**config.mk**
```make
export PLATFORM = sky130hd
export DESIGN_NAME = sms_host_bridge
export DESIGN_NICKNAME = d
export VERILOG_FILES = /design/src/common/sms_pkg.sv /design/src/logic/sms_host_bridge.sv /design/src/logic/backup_ram_sync.sv /design/src/logic/clock_enable_gen.sv /design/src/loader/cheat_code_loader.sv /design/src/loader/cart_loader.sv
export VERILOG_INCLUDE_DIRS = /design/src /design/src/common
export SDC_FILE = /design/constraint.sdc
export NUM_CORES = 1
export LEC_CHECK = 0
export BUFFER_PORTS_ARGS = -buffer_cell sky130_fd_sc_hd__buf_2
export CAP_MARGIN = 20
export CORE_ASPECT_RATIO = 0.6
export CORE_MARGIN = 2
export CORE_UTILIZATION = 35
export CTS_CLUSTER_SIZE = 40
export DETAILED_ROUTE_END_ITERATION = 12
export SLEW_MARGIN = 30
export SYNTH_ARGS = -nofsm -noshare
export SYNTH_HDL_FRONTEND = slang
export SYNTH_SLANG_ARGS = --single-unit
```
**constraint.sdc**
```tcl
create_clock -name clk_sys -period 3.35 [get_ports clk_sys]
set_input_delay 0.67 -clock clk_sys [delete_from_list [all_inputs] [get_ports clk_sys]]
set_output_delay 0.67 -clock clk_sys [all_outputs]
set_load 0.02 [all_outputs]
```
**src/common/sms_defines.svh**
```systemverilog
// ==============================
// SMS host bridge constants
// Widths, download indices, divider and backup sizes
// ==============================
`ifndef SMS_DEFINES_SVH
`define SMS_DEFINES_SVH

// Bus widths
`define SMS_DL_ADDR_W     25
`define SMS_ROM_ADDR_W    22
`define SMS_ROM_WADDR_W   24

// Download indices
`define SMS_IDX_CHEAT     8'hFF
`define SMS_IDX_SYSMODE   8'd4
`define SMS_IDX_DSW       8'd254
// Compared against index[4:0] only
`define SMS_IDX_GG        5'd2

// Cartridge header in front of some images
`define SMS_HEADER_BYTES  512

// Clock-enable period in clk_sys cycles
`define SMS_CE_DIV        30

// Backup RAM transfer length in sectors
`define SMS_BK_SECTORS    64

`endif
```
**src/common/sms_pkg.sv**
```systemverilog
// ==============================
// SMS host bridge types
// Download beat, ROM write port, enables, image and cheat word
// ==============================
`include "sms_defines.svh"

package sms_pkg;

	// One beat of the host download stream
	typedef struct packed {
		logic                        wr;
		logic                        download;
		logic [7:0]                  index;
		logic [`SMS_DL_ADDR_W-1:0]   addr;
		logic [7:0]                  dout;
	} dl_bus_t;

	typedef enum logic [1:0] {
		DL_NONE,
		DL_CART,
		DL_CHEAT,
		DL_OTHER
	} dl_target_e;

	// ROM write port, req is a toggle
	typedef struct packed {
		logic                        req;
		logic [`SMS_ROM_WADDR_W-1:0] addr;
		logic [7:0]                  data;
	} rom_wr_t;

	typedef struct packed {
		logic cpu;
		logic vdp;
		logic pix;
		logic sp;
	} ce_t;

	typedef struct packed {
		logic        mounted;
		logic        readonly;
		logic [63:0] size;
	} sd_img_t;

	// Flags sit in lanes 0-3, replace in lanes 12-15
	typedef struct packed {
		logic [31:0] replace;
		logic [31:0] compare;
		logic [31:0] address;
		logic [31:0] flags;
	} cheat_fields_t;

	typedef union packed {
		logic [15:0][7:0] lane;
		cheat_fields_t    field;
	} cheat_code_u;

endpackage

```
**src/logic/sms_host_bridge.sv**
```systemverilog
// ==============================
// SMS host bridge
// Download decode, core reset and the loader and backup blocks
// ==============================
`timescale 1ns/1ps
`include "sms_defines.svh"

module sms_host_bridge (
	input  logic                        clk_sys,
	input  logic                        RESET,
	input  sms_pkg::dl_bus_t            dl,
	input  logic                        rom_wr_ack,
	input  logic [`SMS_ROM_ADDR_W-1:0]  core_rom_addr,
	input  sms_pkg::sd_img_t            img,
	input  logic                        sd_ack,
	input  logic                        bk_load_req,
	input  logic                        bk_save_req,
	input  logic                        autosave_en,
	input  logic                        osd_open,
	input  logic                        nvram_we,
	output logic                        dl_wait,
	output sms_pkg::rom_wr_t            rom_wr,
	output logic [`SMS_ROM_ADDR_W-1:0]  rom_rd_addr,
	output logic                        gg,
	output sms_pkg::cheat_code_u        cheat_code,
	output logic                        cheat_valid,
	output logic                        cheat_clear,
	output sms_pkg::ce_t                ce,
	output logic [31:0]                 sd_lba,
	output logic                        sd_rd,
	output logic                        sd_wr,
	output logic                        bk_busy,
	output logic                        bk_pending,
	output logic                        core_reset,
	output logic                        activity_led
);

	sms_pkg::dl_target_e target;
	logic                cart_active;
	logic                bk_loading;

	// ==============================
	// Download target decode
	// ==============================
	always_comb begin
		if (!dl.download) begin
			target = sms_pkg::DL_NONE;
		end else if (dl.index == `SMS_IDX_CHEAT) begin
			target = sms_pkg::DL_CHEAT;
		end else if ((dl.index != `SMS_IDX_SYSMODE) && (dl.index != `SMS_IDX_DSW)) begin
			target = sms_pkg::DL_CART;
		end else begin
			target = sms_pkg::DL_OTHER;
		end
	end

	assign cart_active = (target == sms_pkg::DL_CART);

	// Console held in reset while its ROM or backup RAM is loading
	assign core_reset   = RESET | cart_active | bk_loading;
	assign activity_led = cart_active | bk_busy | (bk_pending & autosave_en);

	cart_loader u_cart_loader (
		.clk_sys       (clk_sys),
		.RESET         (RESET),
		.dl            (dl),
		.target        (target),
		.rom_wr_ack    (rom_wr_ack),
		.core_rom_addr (core_rom_addr),
		.dl_wait       (dl_wait),
		.rom_wr        (rom_wr),
		.rom_rd_addr   (rom_rd_addr),
		.gg            (gg)
	);

	cheat_code_loader u_cheat_code_loader (
		.clk_sys     (clk_sys),
		.RESET       (RESET),
		.dl          (dl),
		.target      (target),
		.cheat_code  (cheat_code),
		.cheat_valid (cheat_valid),
		.cheat_clear (cheat_clear)
	);

	clock_enable_gen u_clock_enable_gen (
		.clk_sys (clk_sys),
		.RESET   (RESET),
		.ce      (ce)
	);

	backup_ram_sync u_backup_ram_sync (
		.clk_sys     (clk_sys),
		.RESET       (RESET),
		.cart_active (cart_active),
		.img         (img),
		.sd_ack      (sd_ack),
		.bk_load_req (bk_load_req),
		.bk_save_req (bk_save_req),
		.autosave_en (autosave_en),
		.osd_open    (osd_open),
		.nvram_we    (nvram_we),
		.sd_lba      (sd_lba),
		.sd_rd       (sd_rd),
		.sd_wr       (sd_wr),
		.bk_busy     (bk_busy),
		.bk_loading  (bk_loading),
		.bk_pending  (bk_pending)
	);

endmodule

```
**src/logic/backup_ram_sync.sv**
```systemverilog
// ==============================
// Backup RAM sync
// Save and load sequencer over 64 SD sectors, autosave flag
// ==============================
`timescale 1ns/1ps
`include "sms_defines.svh"

module backup_ram_sync (
	input  logic              clk_sys,
	input  logic              RESET,
	input  logic              cart_active,
	input  sms_pkg::sd_img_t  img,
	input  logic              sd_ack,
	input  logic              bk_load_req,
	input  logic              bk_save_req,
	input  logic              autosave_en,
	input  logic              osd_open,
	input  logic              nvram_we,
	output logic [31:0]       sd_lba,
	output logic              sd_rd,
	output logic              sd_wr,
	output logic              bk_busy,
	output logic              bk_loading,
	output logic              bk_pending
);

	logic old_cart;
	logic bk_ena;
	logic save_cond;
	logic old_load;
	logic old_save;
	logic old_ack;
	logic load_start;
	logic save_start;
	logic cart_end;

	// ==============================
	// Enable and autosave flag
	// ==============================
	always_ff @(posedge clk_sys) begin
		if (RESET) begin
			old_cart   <= 1'b0;
			bk_ena     <= 1'b0;
			bk_pending <= 1'b0;
		end else begin
			old_cart <= cart_active;
			if (!old_cart && cart_active) begin
				bk_ena <= 1'b0;
			end else if (cart_active && img.mounted && !img.readonly) begin
				bk_ena <= 1'b1;
			end

			if (bk_ena && !osd_open && nvram_we) begin
				bk_pending <= 1'b1;
			end else if (bk_busy) begin
				bk_pending <= 1'b0;
			end
		end
	end

	// Autosave fires when the menu opens with unsaved data
	assign save_cond  = bk_save_req | (bk_pending & osd_open & autosave_en);
	assign load_start = bk_ena & bk_load_req & ~old_load;
	assign save_start = bk_ena & save_cond & ~old_save;
	assign cart_end   = bk_ena & old_cart & ~cart_active & (|img.size);

	// ==============================
	// Sector sequencer
	// ==============================
	always_ff @(posedge clk_sys) begin
		if (RESET) begin
			old_load   <= 1'b0;
			old_save   <= 1'b0;
			old_ack    <= 1'b0;
			sd_lba     <= '0;
			sd_rd      <= 1'b0;
			sd_wr      <= 1'b0;
			bk_busy    <= 1'b0;
			bk_loading <= 1'b0;
		end else begin
			old_load <= bk_load_req;
			old_save <= save_cond;
			old_ack  <= sd_ack;

			if (!old_ack && sd_ack) begin
				sd_rd <= 1'b0;
				sd_wr <= 1'b0;
			end

			if (!bk_busy) begin
				if (load_start || save_start || cart_end) begin
					// Load wins if both arrive together
					bk_busy    <= 1'b1;
					bk_loading <= load_start | cart_end;
					sd_lba     <= '0;
					sd_rd      <= load_start | cart_end;
					sd_wr      <= ~(load_start | cart_end);
				end
			end else if (old_ack && !sd_ack) begin
				if (sd_lba == 32'(`SMS_BK_SECTORS - 1)) begin
					bk_busy    <= 1'b0;
					bk_loading <= 1'b0;
				end else begin
					sd_lba <= sd_lba + 1'b1;
					sd_rd  <= bk_loading;
					sd_wr  <= ~bk_loading;
				end
			end
		end
	end

endmodule

```
**src/logic/clock_enable_gen.sv**
```systemverilog
// ==============================
// Clock-enable generator
// Fixed divide-by-30 pattern for CPU, VDP, pixel and sound
// ==============================
`timescale 1ns/1ps
`include "sms_defines.svh"

module clock_enable_gen (
	input  logic         clk_sys,
	input  logic         RESET,
	output sms_pkg::ce_t ce
);

	localparam int CNT_W = $clog2(`SMS_CE_DIV);

	logic [CNT_W-1:0] cnt;

	always_ff @(posedge clk_sys) begin
		if (RESET) begin
			cnt <= '0;
			ce  <= '0;
		end else begin
			if (cnt == CNT_W'(`SMS_CE_DIV - 1)) begin
				cnt <= '0;
			end else begin
				cnt <= cnt + 1'b1;
			end

			// Sound runs at half rate
			ce.sp  <= cnt[0];
			ce.vdp <= 1'b0;
			ce.pix <= 1'b0;
			ce.cpu <= 1'b0;
			case (cnt)
				CNT_W'(4), CNT_W'(14): begin
					ce.vdp <= 1'b1;
				end
				CNT_W'(9): begin
					ce.vdp <= 1'b1;
					ce.pix <= 1'b1;
					ce.cpu <= 1'b1;
				end
				CNT_W'(19), CNT_W'(29): begin
					ce.vdp <= 1'b1;
					ce.pix <= 1'b1;
				end
				// CPU phase sits here rather than at 29
				CNT_W'(24): begin
					ce.vdp <= 1'b1;
					ce.cpu <= 1'b1;
				end
				default: begin
				end
			endcase
		end
	end

endmodule

```
**src/loader/cheat_code_loader.sv**
```systemverilog
// ==============================
// Cheat code loader
// Collects 16 download bytes into one code word
// ==============================
`timescale 1ns/1ps

module cheat_code_loader (
	input  logic                 clk_sys,
	input  logic                 RESET,
	input  sms_pkg::dl_bus_t     dl,
	input  sms_pkg::dl_target_e  target,
	output sms_pkg::cheat_code_u cheat_code,
	output logic                 cheat_valid,
	output logic                 cheat_clear
);

	logic cheat_beat;

	assign cheat_beat = dl.wr & (target == sms_pkg::DL_CHEAT);

	// Byte n of the record goes to lane n
	always_ff @(posedge clk_sys) begin
		if (cheat_beat) begin
			cheat_code.lane[dl.addr[3:0]] <= dl.dout;
		end
	end

	always_ff @(posedge clk_sys) begin
		if (RESET) begin
			cheat_valid <= 1'b0;
			cheat_clear <= 1'b0;
		end else begin
			cheat_valid <= cheat_beat && (dl.addr[3:0] == 4'hF);
			// Any download restarting at zero drops the old codes
			cheat_clear <= dl.wr && (target != sms_pkg::DL_NONE) && (dl.addr == '0);
		end
	end

endmodule

```
**src/loader/cart_loader.sv**
```systemverilog
// ==============================
// Cartridge loader
// ROM write handshake, address masks and read translation
// ==============================
`timescale 1ns/1ps
`include "sms_defines.svh"

module cart_loader (
	input  logic                        clk_sys,
	input  logic                        RESET,
	input  sms_pkg::dl_bus_t            dl,
	input  sms_pkg::dl_target_e         target,
	input  logic                        rom_wr_ack,
	input  logic [`SMS_ROM_ADDR_W-1:0]  core_rom_addr,
	output logic                        dl_wait,
	output sms_pkg::rom_wr_t            rom_wr,
	output logic [`SMS_ROM_ADDR_W-1:0]  rom_rd_addr,
	output logic                        gg
);

	localparam int AW = `SMS_ROM_ADDR_W;

	logic                         cart_active;
	logic                         old_cart;
	logic                         cart_beat;
	logic                         wr_req;
	logic [`SMS_ROM_WADDR_W-1:0]  wr_addr;
	logic [7:0]                   wr_data;
	logic [AW-1:0]                cart_mask;
	logic [AW-1:0]                cart_mask512;
	logic                         cart_sz512;

	assign cart_active = (target == sms_pkg::DL_CART);
	assign cart_beat   = dl.wr & cart_active;

	// ==============================
	// Write handshake
	// ==============================
	always_ff @(posedge clk_sys) begin
		if (RESET) begin
			old_cart <= 1'b0;
			dl_wait  <= 1'b0;
			wr_req   <= 1'b0;
		end else begin
			old_cart <= cart_active;
			if (cart_beat) begin
				dl_wait <= 1'b1;
				wr_req  <= ~wr_req;
			end else if (dl_wait && (wr_req == rom_wr_ack)) begin
				dl_wait <= 1'b0;
			end
		end
	end

	// Address advances once the memory has caught up
	always_ff @(posedge clk_sys) begin
		if (!old_cart && cart_active) begin
			wr_addr <= '0;
		end else if (!cart_beat && dl_wait && (wr_req == rom_wr_ack)) begin
			wr_addr <= wr_addr + 1'b1;
		end
		if (cart_beat) begin
			wr_data <= dl.dout;
		end
	end

	assign rom_wr = '{req: wr_req, addr: wr_addr, data: wr_data};

	// ==============================
	// Cartridge size masks
	// ==============================
	always_ff @(posedge clk_sys) begin
		if (cart_beat) begin
			cart_mask    <= (dl.addr == '0) ? '0 : (cart_mask | dl.addr[AW-1:0]);
			cart_mask512 <= (dl.addr == `SMS_HEADER_BYTES) ? '0 :
			                (cart_mask512 | (dl.addr[AW-1:0] - AW'(`SMS_HEADER_BYTES)));
		end
	end

	always_ff @(posedge clk_sys) begin
		if (RESET) begin
			gg         <= 1'b0;
			cart_sz512 <= 1'b0;
		end else begin
			if (cart_beat) begin
				gg <= (dl.index[4:0] == `SMS_IDX_GG);
			end
			// Last address still on the bus when the download ends
			if (old_cart && !cart_active) begin
				cart_sz512 <= dl.addr[9];
			end
		end
	end

	assign rom_rd_addr = cart_sz512 ?
		((core_rom_addr + AW'(`SMS_HEADER_BYTES)) & cart_mask512) :
		(core_rom_addr & cart_mask);

endmodule

```
== Word level (Yosys, flattened, before mapping) ==
Cells that the tools add are included.

* Bitwise gates (word level): 28
* Equal/unequal tests: 19
* Add/subtract/negate cells: 5
* Reduce and logical (&&, ||, !) cells: 38
* Multiplexer cells: 36
* $lt $le $gt $ge: 2

{| class="wikitable"
|+ Operators by type and width
! kind !! count
|-
| $bwmux W128 || 1
|-
| $mux W32 || 4
|-
| $reduce_or A64 Y1 || 1
|-
| $and A22 B22 Y22 || 2
|-
| $or A22 B22 Y22 || 2
|-
| $add A32 B1 Y32 const B || 1
|-
| $demux W8 S4 || 1
|-
| $eq A32 B6 Y1 const B || 1
|-
| $eq A25 B10 Y1 const B || 1
|-
| $logic_not A25 Y1 || 1
|-
| $mux W1 || 25
|-
| $add A24 B1 Y24 const B || 1
|-
| $add A22 B10 Y22 const B || 1
|-
| $mux W22 || 1
|-
| $sub A22 B10 Y22 const B || 1
|-
| $logic_and A1 B1 Y1 || 16
|-
| $eq A5 B5 Y1 const B || 3
|-
| $and A1 B1 Y1 || 12
|-
| $eq A5 B4 Y1 const B || 2
|-
| $eq A8 B8 Y1 const B || 1
|-
| $mux W8 || 1
|-
| $ne A8 B3 Y1 const B || 1
|-
| $ne A8 B8 Y1 const B || 1
|-
| $reduce_bool A2 Y1 || 4
|-
| other kinds (19) || 43
|}

* Logic and storage cells: 155
* Bits in registers: 261
* Output and inout port bits: 229
* Bits of input ports: 140

== Depth between registers and ports, before layout ==
Gate-level depths: netlist of the first run.

* Word-level depth: 13
* Gate-level depth with buffers: 8
* Depth with buffers taken out: 7

== Cells and area by module ==
From an unflattened synthesis of the first run, not the netlist that was laid out.

* Cell total of the unflattened synthesis: 966
* Area total of the unflattened synthesis: 11,275.8 µm²

{| class="wikitable"
|+ Modules (own cells, without submodules)
! module !! area an instance (µm²) !! seq. area each (µm²) !! times used !! cells each
|-
| cart_loader || 4,281.6 || 2,142.1 || 1 || 447
|-
| cheat_code_loader || 4,072.7 || 3,883.7 || 1 || 166
|-
| backup_ram_sync || 2,378.5 || 840.8 || 1 || 298
|-
| clock_enable_gen || 461.7 || 180.2 || 1 || 41
|-
| sms_host_bridge || 81.3 || 0.0 || 1 || 14
|}

== Least setup slack after synthesis of the first run ==
Ideal clock, no wire load.

* Kind: input port to flip-flop
* From: input port dl[33] (netlist bit)
* To: register u_cart_loader.cart_mask512[0] (enable)
* Stages on the path: 5
* Path slack: 0.401 ns
* Required time: 2.861 ns
* Setup time: 0.489 ns
* Arrival time: 2.460 ns
* Path buffers: 1
* Cell sequence: or3_1 > or4_4 > buf_6 > nand3_1 > inv_1

* Cells in the longest elaborated chain, start to end: 7
* Elaborated cells on any way between the ends: 9
* Classes of those cells: eq/ne: 4; mux: 3; bitwise: 1; reduce/logical: 1

{| class="wikitable"
|+ RTL lines
! element !! RTL line !! source
|-
| start, declared || sms_host_bridge.sv:11 || <nowiki>input sms_pkg::dl_bus_t dl,</nowiki>
|-
| $ne A8 B3 Y1 (no source line) / $ne A8 B8 Y1 (equally long branches) || -- ||
|-
| $logic_and A1 B1 Y1 || sms_host_bridge.sv:50 || <nowiki>end else if ((dl.index != `SMS_IDX_SYSMODE) && (dl.index != `SMS_IDX_DSW)) begin</nowiki>
|-
| $mux W2 || sms_host_bridge.sv:50 ||
|-
| $mux W2 * || sms_host_bridge.sv:48 || <nowiki>end else if (dl.index == `SMS_IDX_CHEAT) begin</nowiki>
|-
| $mux W2 * || sms_host_bridge.sv:46 || <nowiki>if (!dl.download) begin</nowiki>
|-
| $eq A2 B1 Y1 * || cart_loader.sv:33 || <nowiki>assign cart_active = (target == sms_pkg::DL_CART);</nowiki>
|-
| $and A1 B1 Y1 * || cart_loader.sv:34 || <nowiki>assign cart_beat = dl.wr & cart_active;</nowiki>
|-
| net u_cart_loader.cart_beat || cart_loader.sv:25 || <nowiki>logic cart_beat;</nowiki>
|-
| end signal, assigned || cart_loader.sv:75 || <nowiki>cart_mask512 <= (dl.addr == `SMS_HEADER_BYTES) ? '0 :</nowiki>
|-
| end, declared || cart_loader.sv:30 || <nowiki>logic [AW-1:0] cart_mask512;</nowiki>
|}

Mark *: on every way through the listed nets, which the timed path passes. The rest lies on a longest branch.
A chain may end at the register's enable or synchronous reset.

== Worst setup path in the final report of the first run ==
* From: input port dl[33] (netlist bit)
* To: output port core_reset

* Cells in the longest elaborated chain, start to end: 8
* Elaborated cells on any way between the ends: 10
* Classes of those cells: eq/ne: 4; mux: 3; bitwise: 2; reduce/logical: 1

{| class="wikitable"
|+ RTL lines
! element !! RTL line !! source
|-
| $ne A8 B3 Y1 (no source line) / $ne A8 B8 Y1 (equally long branches) || -- ||
|-
| $logic_and A1 B1 Y1 || sms_host_bridge.sv:50 ||
|-
| $mux W2 || sms_host_bridge.sv:50 ||
|-
| $mux W2 * || sms_host_bridge.sv:48 ||
|-
| $mux W2 * || sms_host_bridge.sv:46 ||
|-
| $eq A2 B1 Y1 * || sms_host_bridge.sv:57 || <nowiki>assign cart_active = (target == sms_pkg::DL_CART);</nowiki>
|-
| $or A1 B1 Y1 * (2 in series) || sms_host_bridge.sv:60 || <nowiki>assign core_reset = RESET | cart_active | bk_loading;</nowiki>
|-
| end, declared || sms_host_bridge.sv:34 || <nowiki>output logic core_reset,</nowiki>
|}

Mark *: on every way between the ends. The rest lies on a longest branch, timed or not.

==> impl_summary.txt, run 1 <==
----------------------------------------------------
[GRT]
  Overall overflow remaining after global route ... 0
  Initial antenna violation count ... 1
  Largest net degree at the start of global routing ... 53
  Overall track demand over capacity in global routing ... 0.199
  Global-route wire length before repair ... ~50,000 um
  Via count of the first global-routing pass ... approximately 8.2k

[Synthesis]
  Synth Area in Compound Gates ... 0.0723
  Xor and xnor fraction of the mapped netlist area ... 0.0380
  Synthesized instance count ... between 900 and 1k
  Most common library cells after synthesis ... 180 x sky130_fd_sc_hd__edfxtp_1, 153 x sky130_fd_sc_hd__nor2_1, 81 x sky130_fd_sc_hd__dfxtp_1, 69 x sky130_fd_sc_hd__nand2_1, 50 x sky130_fd_sc_hd__nand3_1
  Multiplexer area fraction after synthesis ... 0.0130
  Yosys warns ... 0
  Simple-gate share of the synthesized area ... 0.197
  Biggest area contributors in the synthesized netlist ... sky130_fd_sc_hd__edfxtp_1 50%, sky130_fd_sc_hd__dfxtp_1 15%, sky130_fd_sc_hd__nor2_1 5.3%, sky130_fd_sc_hd__nand2_1 2.4%, sky130_fd_sc_hd__nand3_1 2.3%
  Count of cell types in the netlist ... 59
  Post-synth top area cell ... sky130_fd_sc_hd__edfxtp_1
  Combinational family with the most area after synthesis ... simple AND/OR/NAND/NOR gates
  Share of synthesized flip-flops with an asynchronous set or reset ... 0
  Number of enable flip-flop cells after synthesis ... 180
  Sequential-to-total area share from yosys stat ... 0.648
  Synthesized netlist net count ... approximately 1.1k
  Top FF cell, synth ... sky130_fd_sc_hd__edfxtp_1
  Area of the mapped netlist ... 10,800 sq um
  Adder-cell share of the synthesized area ... 0.00923
  Seq cells post-synth ... about 260
  Mean Syn Cell Area ... between 10 and 15 sq um
  Library cell with the highest instance count after synthesis ... sky130_fd_sc_hd__edfxtp_1
  Share of Yosys cell area claimed by the top area cell type ... 0.499

[Layout]
  Number of inserted filler cells in the final layout ... roughly 2.8k
  Fraction of final layout cells sized beyond drive strength 1 ... 0.334
  Layout net count ... 1,487
  Post-route cell area ... between 10,000 and 15,000 sq um
  Area Growth Syn to Fin ... 31.7%
  Non-Filler Instances ... ~1.8k

[Clock network]
  Number of cells upsized or downsized after cts ... 0
  Number of H-tree levels ... 1
  Number of CTS-inserted buffers ... 25
  CTS Hold Buffers Added ... 0
  Clock Latency Late Sink ... 0.53 ns
  Clock tree from TritonCTS ... yes
  Max Root-Sink Buffers ... 3
  # clock sinks ... around 260
  Clock slew at the register clock pins of the worst setup and hold paths ... ~0.070 ns
  Post-CTS Setup Inserts ... 0
  CTS Root Buffer Type ... sky130_fd_sc_hd__clkbuf_16

[STA]
  Max Slew Vio Count ... 0
  Worst slew margin ... 0.411
  Final-report hold violation count ... 0
  Post-route clock skew ... between 0.01 and 0.015 ns
  Final hold slack ... 0.364 ns
  RSZ-0062 raised after global routing ... false
  Setup TNS Final ... 0 ns
  Maximum operating frequency ... about 340 MHz
  Fin crit share ... 0.887
  Slew at the pin closest to its max-slew limit ... between 0.8 and 0.9 ns
  Setup violators final ... 0
  Minimum clock period after layout ... between 2 and 3 ns

[Routing]
  First-iteration detailed-routing DRC count ... 820
  Routed via count ... ~9k
  Number of nets with antenna violations after routing ... 0
  1st-pass router iterations ... 5
  Routed WL ... ~33,000 um
  Post-DR wirelength/cell ... 18.7 um
  Post-detailed-route via-to-cell ratio ... around 5.1
  DRC violation count after routing ... 0

[Power]
  Leak ... around 0.0057 uW
  Largest vdd supply drop ... between 200 and 300 uV
  Post-layout total power ... slightly above 7000 uW
  Power density over the cells ... 502 nW/um^2

[Floorplanning]
  Die extent in y ... between 100 and 150 um
  Number of rows created at floorplan ... slightly below 50
  Core box area ... around 30,000 sq um
  I/O pin count ... 369
  Initial core utilization ... 0.359
  Die area ... about 32,000 sq um
  Horizontal die dimension ... roughly 230 um

[Critical path]
  Worst endpoint required time ... 2.68 ns
  Arrival time of data at the critical path endpoint ... approximately 2.3 ns
  Startpoint types ... input pin
  Highest net fanout along the worst path ... 7
  Setup CP Type ... input pin to primary output
  FF-to-FF setup slack ... ~0.66 ns
  Kind of end point of the critical path ... primary output

[Placed design]
  Post-place instance area ... 13,300 sq um
  HPWL after DPL ... 24,300 um
  Placed insts ... about 1.7k
  Number of buffer cells added on primary ports ... approximately 370
  Routability congestion estimate from global placement ... between 0.8 and 0.9

[Min path]
  Worst min path class ... input pin to register

[Flow run]
  Maximum Capacitance Violations ... 0

[Run status]
  Run status ... finished, final reports clean

----------------------------------------------------
## per-stage QoR
step           utilization  setup slack [ns]
3_3_place_gp         0.441             0.272
4_1_cts              0.472             0.409
3_5_place_dp         0.441             0.336
5_1_grt              0.472             0.329
2_1_floorplan            -             0.401
6_report             0.472             0.379
## cell type report
type,count,area (sq um),area share
sequential,261,7030,0.492
multi-input combinational,620,3580,0.250
timing repair buffer,404,2120,0.149
clock buffer,27,633,0.0443
tap,408,510,0.0357
clock inverter,19,305,0.0214
inverter,27,101,0.00710
antenna,1,2.50,0.000175
## worst paths after layout
| check | start | end | depth (start not counted) |
|---|---|---|---|
| worst min register to register | u_clock_enable_gen.cnt[0] | u_clock_enable_gen.cnt[0] | 1 |
| worst max-delay path | dl[33] | core_reset | 6 |
| worst max register to register | u_backup_ram_sync.sd_lba[6] | u_backup_ram_sync.sd_lba[1] | 6 |
| worst min-delay path | bk_load_req | u_backup_ram_sync.old_load | 2 |
## critical path: stages
cell and delay [ns]:
sky130_fd_sc_hd__buf_2 0.10, sky130_fd_sc_hd__or3_1 0.39, sky130_fd_sc_hd__or4_4 0.55, sky130_fd_sc_hd__nand3_1 0.32
sky130_fd_sc_hd__nand2_1 0.09, sky130_fd_sc_hd__buf_2 0.17
## cell families after synthesis
group                    count (synthesis)
AO/OA/AOI/OAI                          122
XOR/XNOR                                47
adder cells (fa/ha/maj)                  8
buffers and inverters                   61
flip-flops                             261
multiplexers                            14
AND/OR/NAND/NOR                        429
## power by group
group | switching, uW | internal [uW]
logic | 267 | 150
clock network | 1250 | 1990
registers | 24.1 | 3480
## per-layer routing
metal | wire (um) | part of all wire | global-route usage | vias up
met5 | 0 | 0 | 0 | -
met4 | 459 | 0.014 | 0.0329 | 0
met3 | 2240 | 0.068 | 0.0328 | 36
met2 | 13900 | 0.42 | 0.284 | 315
met1 | 16500 | 0.50 | 0.317 | 4368
li1 | - | - | - | 4276
## sequential cells by signal (all words and copies together) (netlist names), 4 cells and up
register / flops
u_cart_loader.wr_data: 8
u_cart_loader.cart_mask512: 22
u_cart_loader.cart_mask: 22
u_cart_loader.wr_addr: 24
u_clock_enable_gen.cnt: 5
u_cheat_code_loader.cheat_code: 128
u_backup_ram_sync.sd_lba: 32
u_clock_enable_gen.ce: 4
## layout by cell type (no fill, tap or decap), drive strengths merged, types with 8 or more instances in the layout
cell type,netlist,routed
nor3,17,17
nand4,27,27
bufinv,0,8
a31oi,8,8
xnor2,20,20
o21ai,29,29
buf,5,404
nor2b,16,16
xor2,27,27
nand2,69,69
clkbuf,29,27
nor2,153,153
a21oi,35,35
nand3,50,50
ha,8,8
edfxtp,180,180
clkinv,2,10
and3,14,14
dfxtp,81,81
mux2i,13,13
or3,11,11
nor4,30,30
o31ai,10,10
inv,25,26
(Power assumes the default switching activity.)
==> run 2, diff against run 1 <==
--- a/config.mk
+++ b/config.mk
@@ -13,7 +13,9 @@
 export CORE_UTILIZATION = 35
 export CTS_CLUSTER_SIZE = 40
 export DETAILED_ROUTE_END_ITERATION = 12
+export RECOVER_POWER = 100
 export SLEW_MARGIN = 30
 export SYNTH_ARGS = -nofsm -noshare
 export SYNTH_HDL_FRONTEND = slang
+export SYNTH_HIERARCHICAL = 1
 export SYNTH_SLANG_ARGS = --single-unit
==> run 2 against run 1 <==
Power is 2.7% lower; largest cell class unchanged; combinational power grew 3%; sequential power hardly changed; critical path type is now register to primary output; cell area fell by 1.4%; area after synthesis increased by 4.0%.
==> impl_summary.txt, run 2 <==
----------------------------------------------------
[Clock network]
  CTS Root Buffer Type ... sky130_fd_sc_hd__clkbuf_16
  Clock slew at the register clock pins of the worst setup and hold paths ... 0.07 ns (about the same)
  Clock Latency Late Sink ... 0.54 ns (about the same)
  # clock sinks ... 262 (+0.38%)
  Number of CTS-inserted buffers ... 27 (+8.0%)
  Number of H-tree levels ... 1 (unchanged)
  Max Root-Sink Buffers ... 3 (unchanged)
  Number of cells upsized or downsized after cts ... 0 (unchanged)
  Clock tree from TritonCTS ... yes
  CTS Hold Buffers Added ... 0 (unchanged)
  Post-CTS Setup Inserts ... 0 (unchanged)

[Power]
  Power density over the cells ... 495 nW/um^2 (-1.3%)
  Post-layout total power ... 6970 uW (-2.7%)
  Leak ... 0.00468 uW (-17%)
  Largest vdd supply drop ... 385 uV (+35%)

[Min path]
  Worst hold path startpoint ... bk_load_req
  WHS Endpoint ... u_backup_ram_sync/old_load
  Cell count of the worst hold path ... 2 (unchanged)
  Worst min path class ... input pin to register

[Routing]
  Routed WL ... 35,400 um (+6.9%)
  Post-detailed-route via-to-cell ratio ... 5.28 (+3.8%)
  First-iteration detailed-routing DRC count ... 1,011 (+23%)
  DRC violation count after routing ... 0 (unchanged)
  Number of nets with antenna violations after routing ... 0 (unchanged)
  Post-DR wirelength/cell ... 19.7 um (+5.0%)
  Routed via count ... 9,505 (+5.7%)
  1st-pass router iterations ... 5 (unchanged)

[Layout]
  Area used by sequential logic in the layout ... 7050 sq um (+0.28%)
  Flip-flop count of the largest register after layout ... 128 (unchanged)
  Most common library cell in the layout ignoring fill and taps ... sky130_fd_sc_hd__clkbuf_1
  Most frequent cells in the layout ... 266 x sky130_fd_sc_hd__clkbuf_1, 180 x sky130_fd_sc_hd__edfxtp_1, 131 x sky130_fd_sc_hd__nor2_1
  Number of inserted filler cells in the final layout ... 3,096 (+11%)
  Count of inserted antenna diode cells ... 0 (-1)
  Layout net count ... 1,510 (+1.5%)
  Fraction of final layout cells sized beyond drive strength 1 ... 0.148 (-0.186)
  Multi-input combinational cell area ... 3830 sq um (+7.0%)
  Area Growth Syn to Fin ... 24.8%

[Critical path]
  Cell type of the slowest stage on the worst timing path ... sky130_fd_sc_hd__dfxtp_1
  FF-to-FF setup slack ... 0.51 ns (-0.15 ns)
  Reg-to-reg startpoint ... u_backup_ram_sync/sd_lba[7]
  Reg2reg path depth ... 6 (unchanged)
  Worst endpoint required time ... 2.68 ns (about the same)
  Count of buffering cells on the critical path with inverters included ... 2 (unchanged)
  Setup CP Type ... register to primary output
  Kind of end point of the critical path ... primary output
  Startpoint types ... register
  Arrival time of data at the critical path endpoint ... 2.35 ns (+0.05 ns)
  Most used cell along the critical path ... sky130_fd_sc_hd__clkbuf_1
  Cells traversed along the worst timing path ... clkbuf_1 -> nand2_1 -> o22ai_1 -> clkbuf_1
  Largest stage delay on the critical path ... 0.67 ns (+0.12 ns)
  Worst r2r dst ... u_backup_ram_sync/sd_lba[16]
  Crit-path leading delay family ... buffers and inverters
  Highest net fanout along the worst path ... 10 (+3)

[STA]
  Worst slew margin ... 0.135 (-0.276)
  Slew at the pin closest to its max-slew limit ... 1.30 ns (+0.417 ns)
  Fin crit share ... 0.901 (+0.0141)
  Final-report hold violation count ... 0 (unchanged)
  Minimum clock period after layout ... 3.02 ns (+0.0473 ns)
  Max Slew Vio Count ... 0 (unchanged)
  Setup violators final ... 0 (unchanged)
  Maximum operating frequency ... 331 MHz (-1.6%)
  Setup TNS Final ... 0 ns (unchanged)
  Post-route clock skew ... 0.0137 ns (+0.00126 ns)
  RSZ-0062 raised after global routing ... false

[GRT]
  Overall track demand over capacity in global routing ... 0.200 (+0.00124)
  Initial antenna violation count ... 0 (-1)
  Global-route wire length before repair ... 52,500 um (+4.4%)
  Overall overflow remaining after global route ... 0 (unchanged)
  Via count of the first global-routing pass ... 8,904 (+8.9%)
  Largest net degree at the start of global routing ... 48 (-9.4%)

[Floorplanning]
  Horizontal die dimension ... 236 um (+2.0%)
  Die area ... 33,700 sq um (+3.9%)
  Initial core utilization ... 0.358 (about the same)
  Die extent in y ... 143 um (+1.9%)
  I/O pin count ... 369 (unchanged)
  Number of rows created at floorplan ... 50 (+2.0%)
  Core box area ... 31,500 sq um (+4.1%)

[Synthesis]
  Most common library cells after synthesis ... 180 x sky130_fd_sc_hd__edfxtp_1, 131 x sky130_fd_sc_hd__nor2_1, 82 x sky130_fd_sc_hd__dfxtp_1, 62 x sky130_fd_sc_hd__nand2_1, 44 x sky130_fd_sc_hd__nor4_1
  Share of Yosys cell area claimed by the top area cell type ... 0.479 (-0.0193)
  Area of the mapped netlist ... 11,300 sq um (+4.0%)
  Synthesized netlist net count ... 1,114 (+2.2%)
  Biggest area contributors in the synthesized netlist ... sky130_fd_sc_hd__edfxtp_1 48%, sky130_fd_sc_hd__dfxtp_1 15%, sky130_fd_sc_hd__nor2_1 4.4%, sky130_fd_sc_hd__nor4_1 2.4%, sky130_fd_sc_hd__nand2_1 2.1%
  Top FF cell, synth ... sky130_fd_sc_hd__edfxtp_1
  Library cell with the highest instance count after synthesis ... sky130_fd_sc_hd__edfxtp_1
  Mean Syn Cell Area ... 11.7 sq um (+1.4%)
  Share of synthesized flip-flops with an asynchronous set or reset ... 0 (unchanged)
  Yosys warns ... 6 (+6)
  Number of enable flip-flop cells after synthesis ... 180 (unchanged)
  Synthesized instance count ... 966 (+2.5%)
  Count of cell types in the netlist ... 78 (+32%)
  Sequential-to-total area share from yosys stat ... 0.625 (-0.0233)
  Seq cells post-synth ... 262 (+0.38%)
  Post-synth top area cell ... sky130_fd_sc_hd__edfxtp_1

[Placed design]
  Routability congestion estimate from global placement ... 0.875 (+1.2%)
  HPWL after DPL ... 25,700 um (+5.7%)
  Number of buffer cells added on primary ports ... 368 (unchanged)

[Run status]
  Run status ... finished, final reports clean

[Flow run]
  Maximum Capacitance Violations ... 0 (unchanged)

----------------------------------------------------
## run 2: cell types whose count changed in the layout (fill, tap and decap cells not counted), moves of 7 or more
cell                       change
sky130_fd_sc_hd__nor3_1       +12
sky130_fd_sc_hd__xor2_1       -15
sky130_fd_sc_hd__buf_4        -29
sky130_fd_sc_hd__nor4_1       +17
sky130_fd_sc_hd__buf_2       -238
sky130_fd_sc_hd__a31oi_1      +17
sky130_fd_sc_hd__nor2_1       -22
sky130_fd_sc_hd__nand2_1       -7
sky130_fd_sc_hd__clkbuf_1    +264
## run 2: worst reg2reg max path, stage by stage, from the launching register on
cell and delay, ns:
sky130_fd_sc_hd__dfxtp_1 0.39, sky130_fd_sc_hd__nor4_1 0.55, sky130_fd_sc_hd__nand4_1 0.27, sky130_fd_sc_hd__o311ai_0 0.66, sky130_fd_sc_hd__buf_4 0.29, sky130_fd_sc_hd__nand3_4 0.29
sky130_fd_sc_hd__o21ai_0 0.30
## run 2: cell families (layout without fill, tap and decap cells)
kind of cell	Yosys count	in the layout	share of synthesized area
buffers and inverters	62	479	0.0276
multiplexers	17	17	0.0153
adder cells (fa/ha/maj)	8	8	0.00888
XOR/XNOR	34	34	0.0271
AO/OA/AOI/OAI	154	154	0.0937
AND/OR/NAND/NOR	429	429	0.203
flip-flops	262	262	0.625
## run 2: metal layers
layer  part of all wire  global-route usage  routed length [um]  vias up
met5                  0                   0                   0        -
met4              0.020              0.0520                 697        0
met3              0.069              0.0425                2450       46
met2               0.44               0.302               15600      366
met1               0.47               0.292               16600     4646
li1                   -                   -                   -     4447
## run 2: report_power, final
group	switching (uW)	internal, uW
Sequential	28.5	3490
Combinational	284	145
Clock	1290	1730
Total	1600	5370
## run 2: area by class of cell
cell class / instances / area share
clock buffers: 32 / 0.0493
clock inverters: 18 / 0.0134
inverters: 30 / 0.00800
multi-input cells: 642 / 0.272
flip-flops and latches: 262 / 0.501
well taps: 416 / 0.0370
repair buffers: 399 / 0.120
## run 2: worst max path at each step
| stage | slack (ns) | from | depth (start not counted) | endpoint |
|---|---|---|---|---|
| after floorplan | 0.29 | dl[34] | 9 | u_cart_loader/wr_addr[20] |
| after global placement | 0.37 | dl[34] | 9 | u_cart_loader/wr_addr[14] |
| after detailed placement | 0.34 | dl[34] | 9 | u_cart_loader/wr_addr[14] |
| after CTS | 0.54 | u_cart_loader/cart_sz512 | 4 | rom_rd_addr[3] |
| after global routing | 0.22 | u_cart_loader/cart_sz512 | 4 | rom_rd_addr[16] |
| final | 0.33 | u_cart_loader/cart_sz512 | 4 | rom_rd_addr[16] |
## run 2: per-stage QoR
stage,utilization,hold slack [ns],std cells,cell area (sq um),setup slack [ns]
after floorplan,-,0.444,966,11300,0.286
after global placement,0.434,0.453,1749,13700,0.374
after detailed placement,0.434,0.475,1749,13700,0.335
after CTS,0.463,0.335,1799,14600,0.541
after global routing,0.447,0.366,1799,14100,0.215
final,0.447,0.372,1799,14100,0.331
==> run 3, diff against run 2 <==
--- a/config.mk
+++ b/config.mk
@@ -6,6 +6,7 @@
 export SDC_FILE = /design/constraint.sdc
 export NUM_CORES = 1
 export LEC_CHECK = 0
+export ABC_AREA = 1
 export BUFFER_PORTS_ARGS = -buffer_cell sky130_fd_sc_hd__buf_2
 export CAP_MARGIN = 20
 export CORE_ASPECT_RATIO = 0.6
@@ -13,6 +14,7 @@
 export CORE_UTILIZATION = 35
 export CTS_CLUSTER_SIZE = 40
 export DETAILED_ROUTE_END_ITERATION = 12
+export GPL_TIMING_DRIVEN = 0
 export RECOVER_POWER = 100
 export SLEW_MARGIN = 30
 export SYNTH_ARGS = -nofsm -noshare
==> run 3 against run 2 <==
Count of clock-buffer cells in the layout decreased by 4; global-route usage increased by 1.1 points; sequential cell count unchanged; cell area increased by 7.4%; critical path depth unchanged; power increased by 5.0%; register-to-register slack improved by 0.13 ns; sequential share of layout area decreased by 3.4 points; clock power about the same; combinational power increased by 64%; area after synthesis increased by 8.2%; non-clock buffer count decreased by 3.
==> impl_summary.txt, run 3 <==
----------------------------------------------------
[Run status]
  Run status ... finished, final reports clean

[Synthesis]
  Number of enable flip-flop cells after synthesis ... 180 (unchanged)
  Top FF cell, synth ... sky130_fd_sc_hd__edfxtp_1
  Synthesized instance count ... 1,393 (+44%)
  Mean Syn Cell Area ... 8.76 sq um (-25%)
  Share of synthesized flip-flops with an asynchronous set or reset ... 0 (unchanged)
  Area of the mapped netlist ... 12,200 sq um (+8.2%)
  Most common library cells after synthesis ... 319 x sky130_fd_sc_hd__nor2_1, 272 x sky130_fd_sc_hd__nand2_1, 180 x sky130_fd_sc_hd__edfxtp_1, 151 x sky130_fd_sc_hd__inv_1, 93 x sky130_fd_sc_hd__nand3_1
  Library cell with the highest instance count after synthesis ... sky130_fd_sc_hd__nor2_1
  Share of Yosys cell area claimed by the top area cell type ... 0.443 (-0.0364)
  Seq cells post-synth ... 262 (unchanged)
  Count of cell types in the netlist ... 45 (-42%)
  Synthesized netlist net count ... 1,541 (+38%)
  Yosys warns ... 6 (unchanged)
  Biggest area contributors in the synthesized netlist ... sky130_fd_sc_hd__edfxtp_1 44%, sky130_fd_sc_hd__dfxtp_1 13%, sky130_fd_sc_hd__nor2_1 9.8%, sky130_fd_sc_hd__nand2_1 8.4%, sky130_fd_sc_hd__inv_1 4.6%
  Post-synth top area cell ... sky130_fd_sc_hd__edfxtp_1
  Sequential-to-total area share from yosys stat ... 0.578 (-0.0474)

[Routing]
  Routed WL ... 39,500 um (+12%)
  Post-detailed-route via-to-cell ratio ... 4.82 (-8.7%)
  Post-DR wirelength/cell ... 17.4 um (-12%)
  Routed via count ... 11.0k (+15%)
  1st-pass router iterations ... 5 (unchanged)
  First-iteration detailed-routing DRC count ... 778 (-23%)
  DRC violation count after routing ... 0 (unchanged)
  Number of nets with antenna violations after routing ... 0 (unchanged)

[STA]
  Minimum clock period after layout ... 3.05 ns (+0.0298 ns)
  Slew at the pin closest to its max-slew limit ... 1.08 ns (-0.214 ns)
  Max Slew Vio Count ... 0 (unchanged)
  Fin crit share ... 0.910 (+0.00890)
  Setup violators final ... 0 (unchanged)
  Worst slew margin ... 0.278 (+0.143)
  Maximum operating frequency ... 328 MHz (-0.98%)
  Post-route clock skew ... 0.0241 ns (+0.0104 ns)
  RSZ-0062 raised after global routing ... false
  Final-report hold violation count ... 0 (unchanged)

[Layout]
  Fraction of final layout cells sized beyond drive strength 1 ... 0.123 (-0.0256)
  Area Growth Syn to Fin ... 23.8%
  Layout net count ... 1,938 (+28%)
  Non-Filler Instances ... 2,272 (+26%)
  Number of inserted filler cells in the final layout ... 3,414 (+10%)
  Flip-flop count of the largest register after layout ... 128 (unchanged)
  Most common library cell in the layout ignoring fill and taps ... sky130_fd_sc_hd__nor2_1
  Most frequent cells in the layout ... 328 x sky130_fd_sc_hd__nor2_1, 273 x sky130_fd_sc_hd__nand2_1, 261 x sky130_fd_sc_hd__clkbuf_1
  Area used by sequential logic in the layout ... 7050 sq um (unchanged)
  Multi-input combinational cell area ... 4310 sq um (+13%)

[Power]
  Largest vdd supply drop ... 351 uV (-8.8%)
  Power density over the cells ... 484 nW/um^2 (-2.2%)
  Leak ... 0.00568 uW (+21%)
  Post-layout total power ... 7320 uW (+5.0%)

[GRT]
  Initial antenna violation count ... 6 (+6)
  Overall track demand over capacity in global routing ... 0.211 (+0.0107)
  Via count of the first global-routing pass ... 10.4k (+16%)
  Global-route wire length before repair ... 59,500 um (+13%)
  Largest net degree at the start of global routing ... 43 (-10%)
  Overall overflow remaining after global route ... 0 (unchanged)

[Clock network]
  # clock sinks ... 262 (unchanged)
  Number of H-tree levels ... 1 (unchanged)
  Clock Latency Late Sink ... 0.56 ns (+0.02 ns)
  Max Root-Sink Buffers ... 3 (unchanged)
  Clock tree from TritonCTS ... yes
  Number of cells upsized or downsized after cts ... 0 (unchanged)
  Clock slew at the register clock pins of the worst setup and hold paths ... 0.07 ns (about the same)
  Number of CTS-inserted buffers ... 26 (-3.7%)
  CTS Root Buffer Type ... sky130_fd_sc_hd__clkbuf_16
  Post-CTS Setup Inserts ... 0 (unchanged)
  CTS Hold Buffers Added ... 0 (unchanged)

[Floorplanning]
  Die extent in y ... 149 um (+3.9%)
  Number of rows created at floorplan ... 52 (+4.0%)
  Horizontal die dimension ... 245 um (+4.0%)
  Core box area ... 34,000 sq um (+8.1%)
  Initial core utilization ... 0.359 (about the same)
  I/O pin count ... 369 (unchanged)
  Die area ... 36,400 sq um (+8.0%)

[Critical path]
  Worst endpoint required time ... 2.68 ns (about the same)
  Setup CP Type ... register to primary output
  Startpoint types ... register
  Kind of end point of the critical path ... primary output
  Arrival time of data at the critical path endpoint ... 2.38 ns (+0.03 ns)
  Highest net fanout along the worst path ... 10 (unchanged)

[Min path]
  Worst min path class ... input pin to register

[Flow run]
  Maximum Capacitance Violations ... 0 (unchanged)

[Placed design]
  Routability congestion estimate from global placement ... 0.971 (+11%)
  Placed insts ... 2,221 (+27%)
  HPWL after DPL ... 30,500 um (+19%)
  Number of buffer cells added on primary ports ... 368 (unchanged)

----------------------------------------------------
## run 3: final cells by class
| class | instances | area share |
|---|---|---|
| inverters | 159 | 0.0396 |
| flip-flops and latches | 262 | 0.466 |
| repair buffers | 369 | 0.103 |
| clock inverters | 20 | 0.0147 |
| well taps | 459 | 0.0380 |
| clock buffers | 28 | 0.0436 |
| diodes | 3 | 0.000497 |
| plain buffers | 27 | 0.00919 |
| multi-input cells | 945 | 0.285 |
## run 3: metrics by stage
stage	util	area (sq um)	setup slack [ns]	TNS, ns	hold WS (ns)
4_1_cts	0.456	15500	0.456	0	0.304
5_1_grt	0.444	15100	0.197	0	0.314
3_5_place_dp	0.430	14600	0.323	0	0.485
6_report	0.444	15100	0.301	0	0.335
3_3_place_gp	0.430	14600	-0.246	-10.25	0.470
2_1_floorplan	-	12200	0.684	0	0.444
## run 3: cells by family after synthesis
| family | Yosys count | synth area share |
|---|---|---|
| AO/OA/AOI/OAI | 120 | 0.0573 |
| XOR/XNOR | 17 | 0.0122 |
| adder cells (fa/ha/maj) | 8 | 0.00820 |
| buffers and inverters | 186 | 0.0618 |
| flip-flops | 262 | 0.578 |
| AND/OR/NAND/NOR | 800 | 0.283 |
## run 3: layer usage
| metal | global-route usage | wire [um] |
|---|---|---|
| met3 | 0.0487 | 3140 |
| met5 | 0 | 0 |
| met2 | 0.322 | 17400 |
| met1 | 0.297 | 18000 |
| met4 | 0.0649 | 958 |
## run 3: critical path, stage by stage, from the launching register on
cell                       delay, ns
sky130_fd_sc_hd__dfxtp_1        0.44
sky130_fd_sc_hd__clkbuf_1       0.44
sky130_fd_sc_hd__clkbuf_1       0.49
sky130_fd_sc_hd__a21oi_1        0.21
sky130_fd_sc_hd__clkbuf_1       0.22
## run 3: worst paths after layout
check	to	start	cells after the start	slack [ns]
worst max-delay path	rom_rd_addr[0]	u_cart_loader/cart_sz512	4	0.30
worst max register to register	u_backup_ram_sync/sd_lba[22]	u_backup_ram_sync/sd_lba[17]	9	0.64
worst min register to register	u_backup_ram_sync/bk_ena	u_backup_ram_sync/old_cart	2	0.50
worst min-delay path	u_backup_ram_sync/old_load	bk_load_req	3	0.33
## run 3: power by group
part | total [uW] | internal [uW] | switching [uW]
Combinational | 704 | 214 | 490
Clock | 3040 | 1740 | 1300
Sequential | 3570 | 3510 | 59.0
Total | 7320 | 5470 | 1850
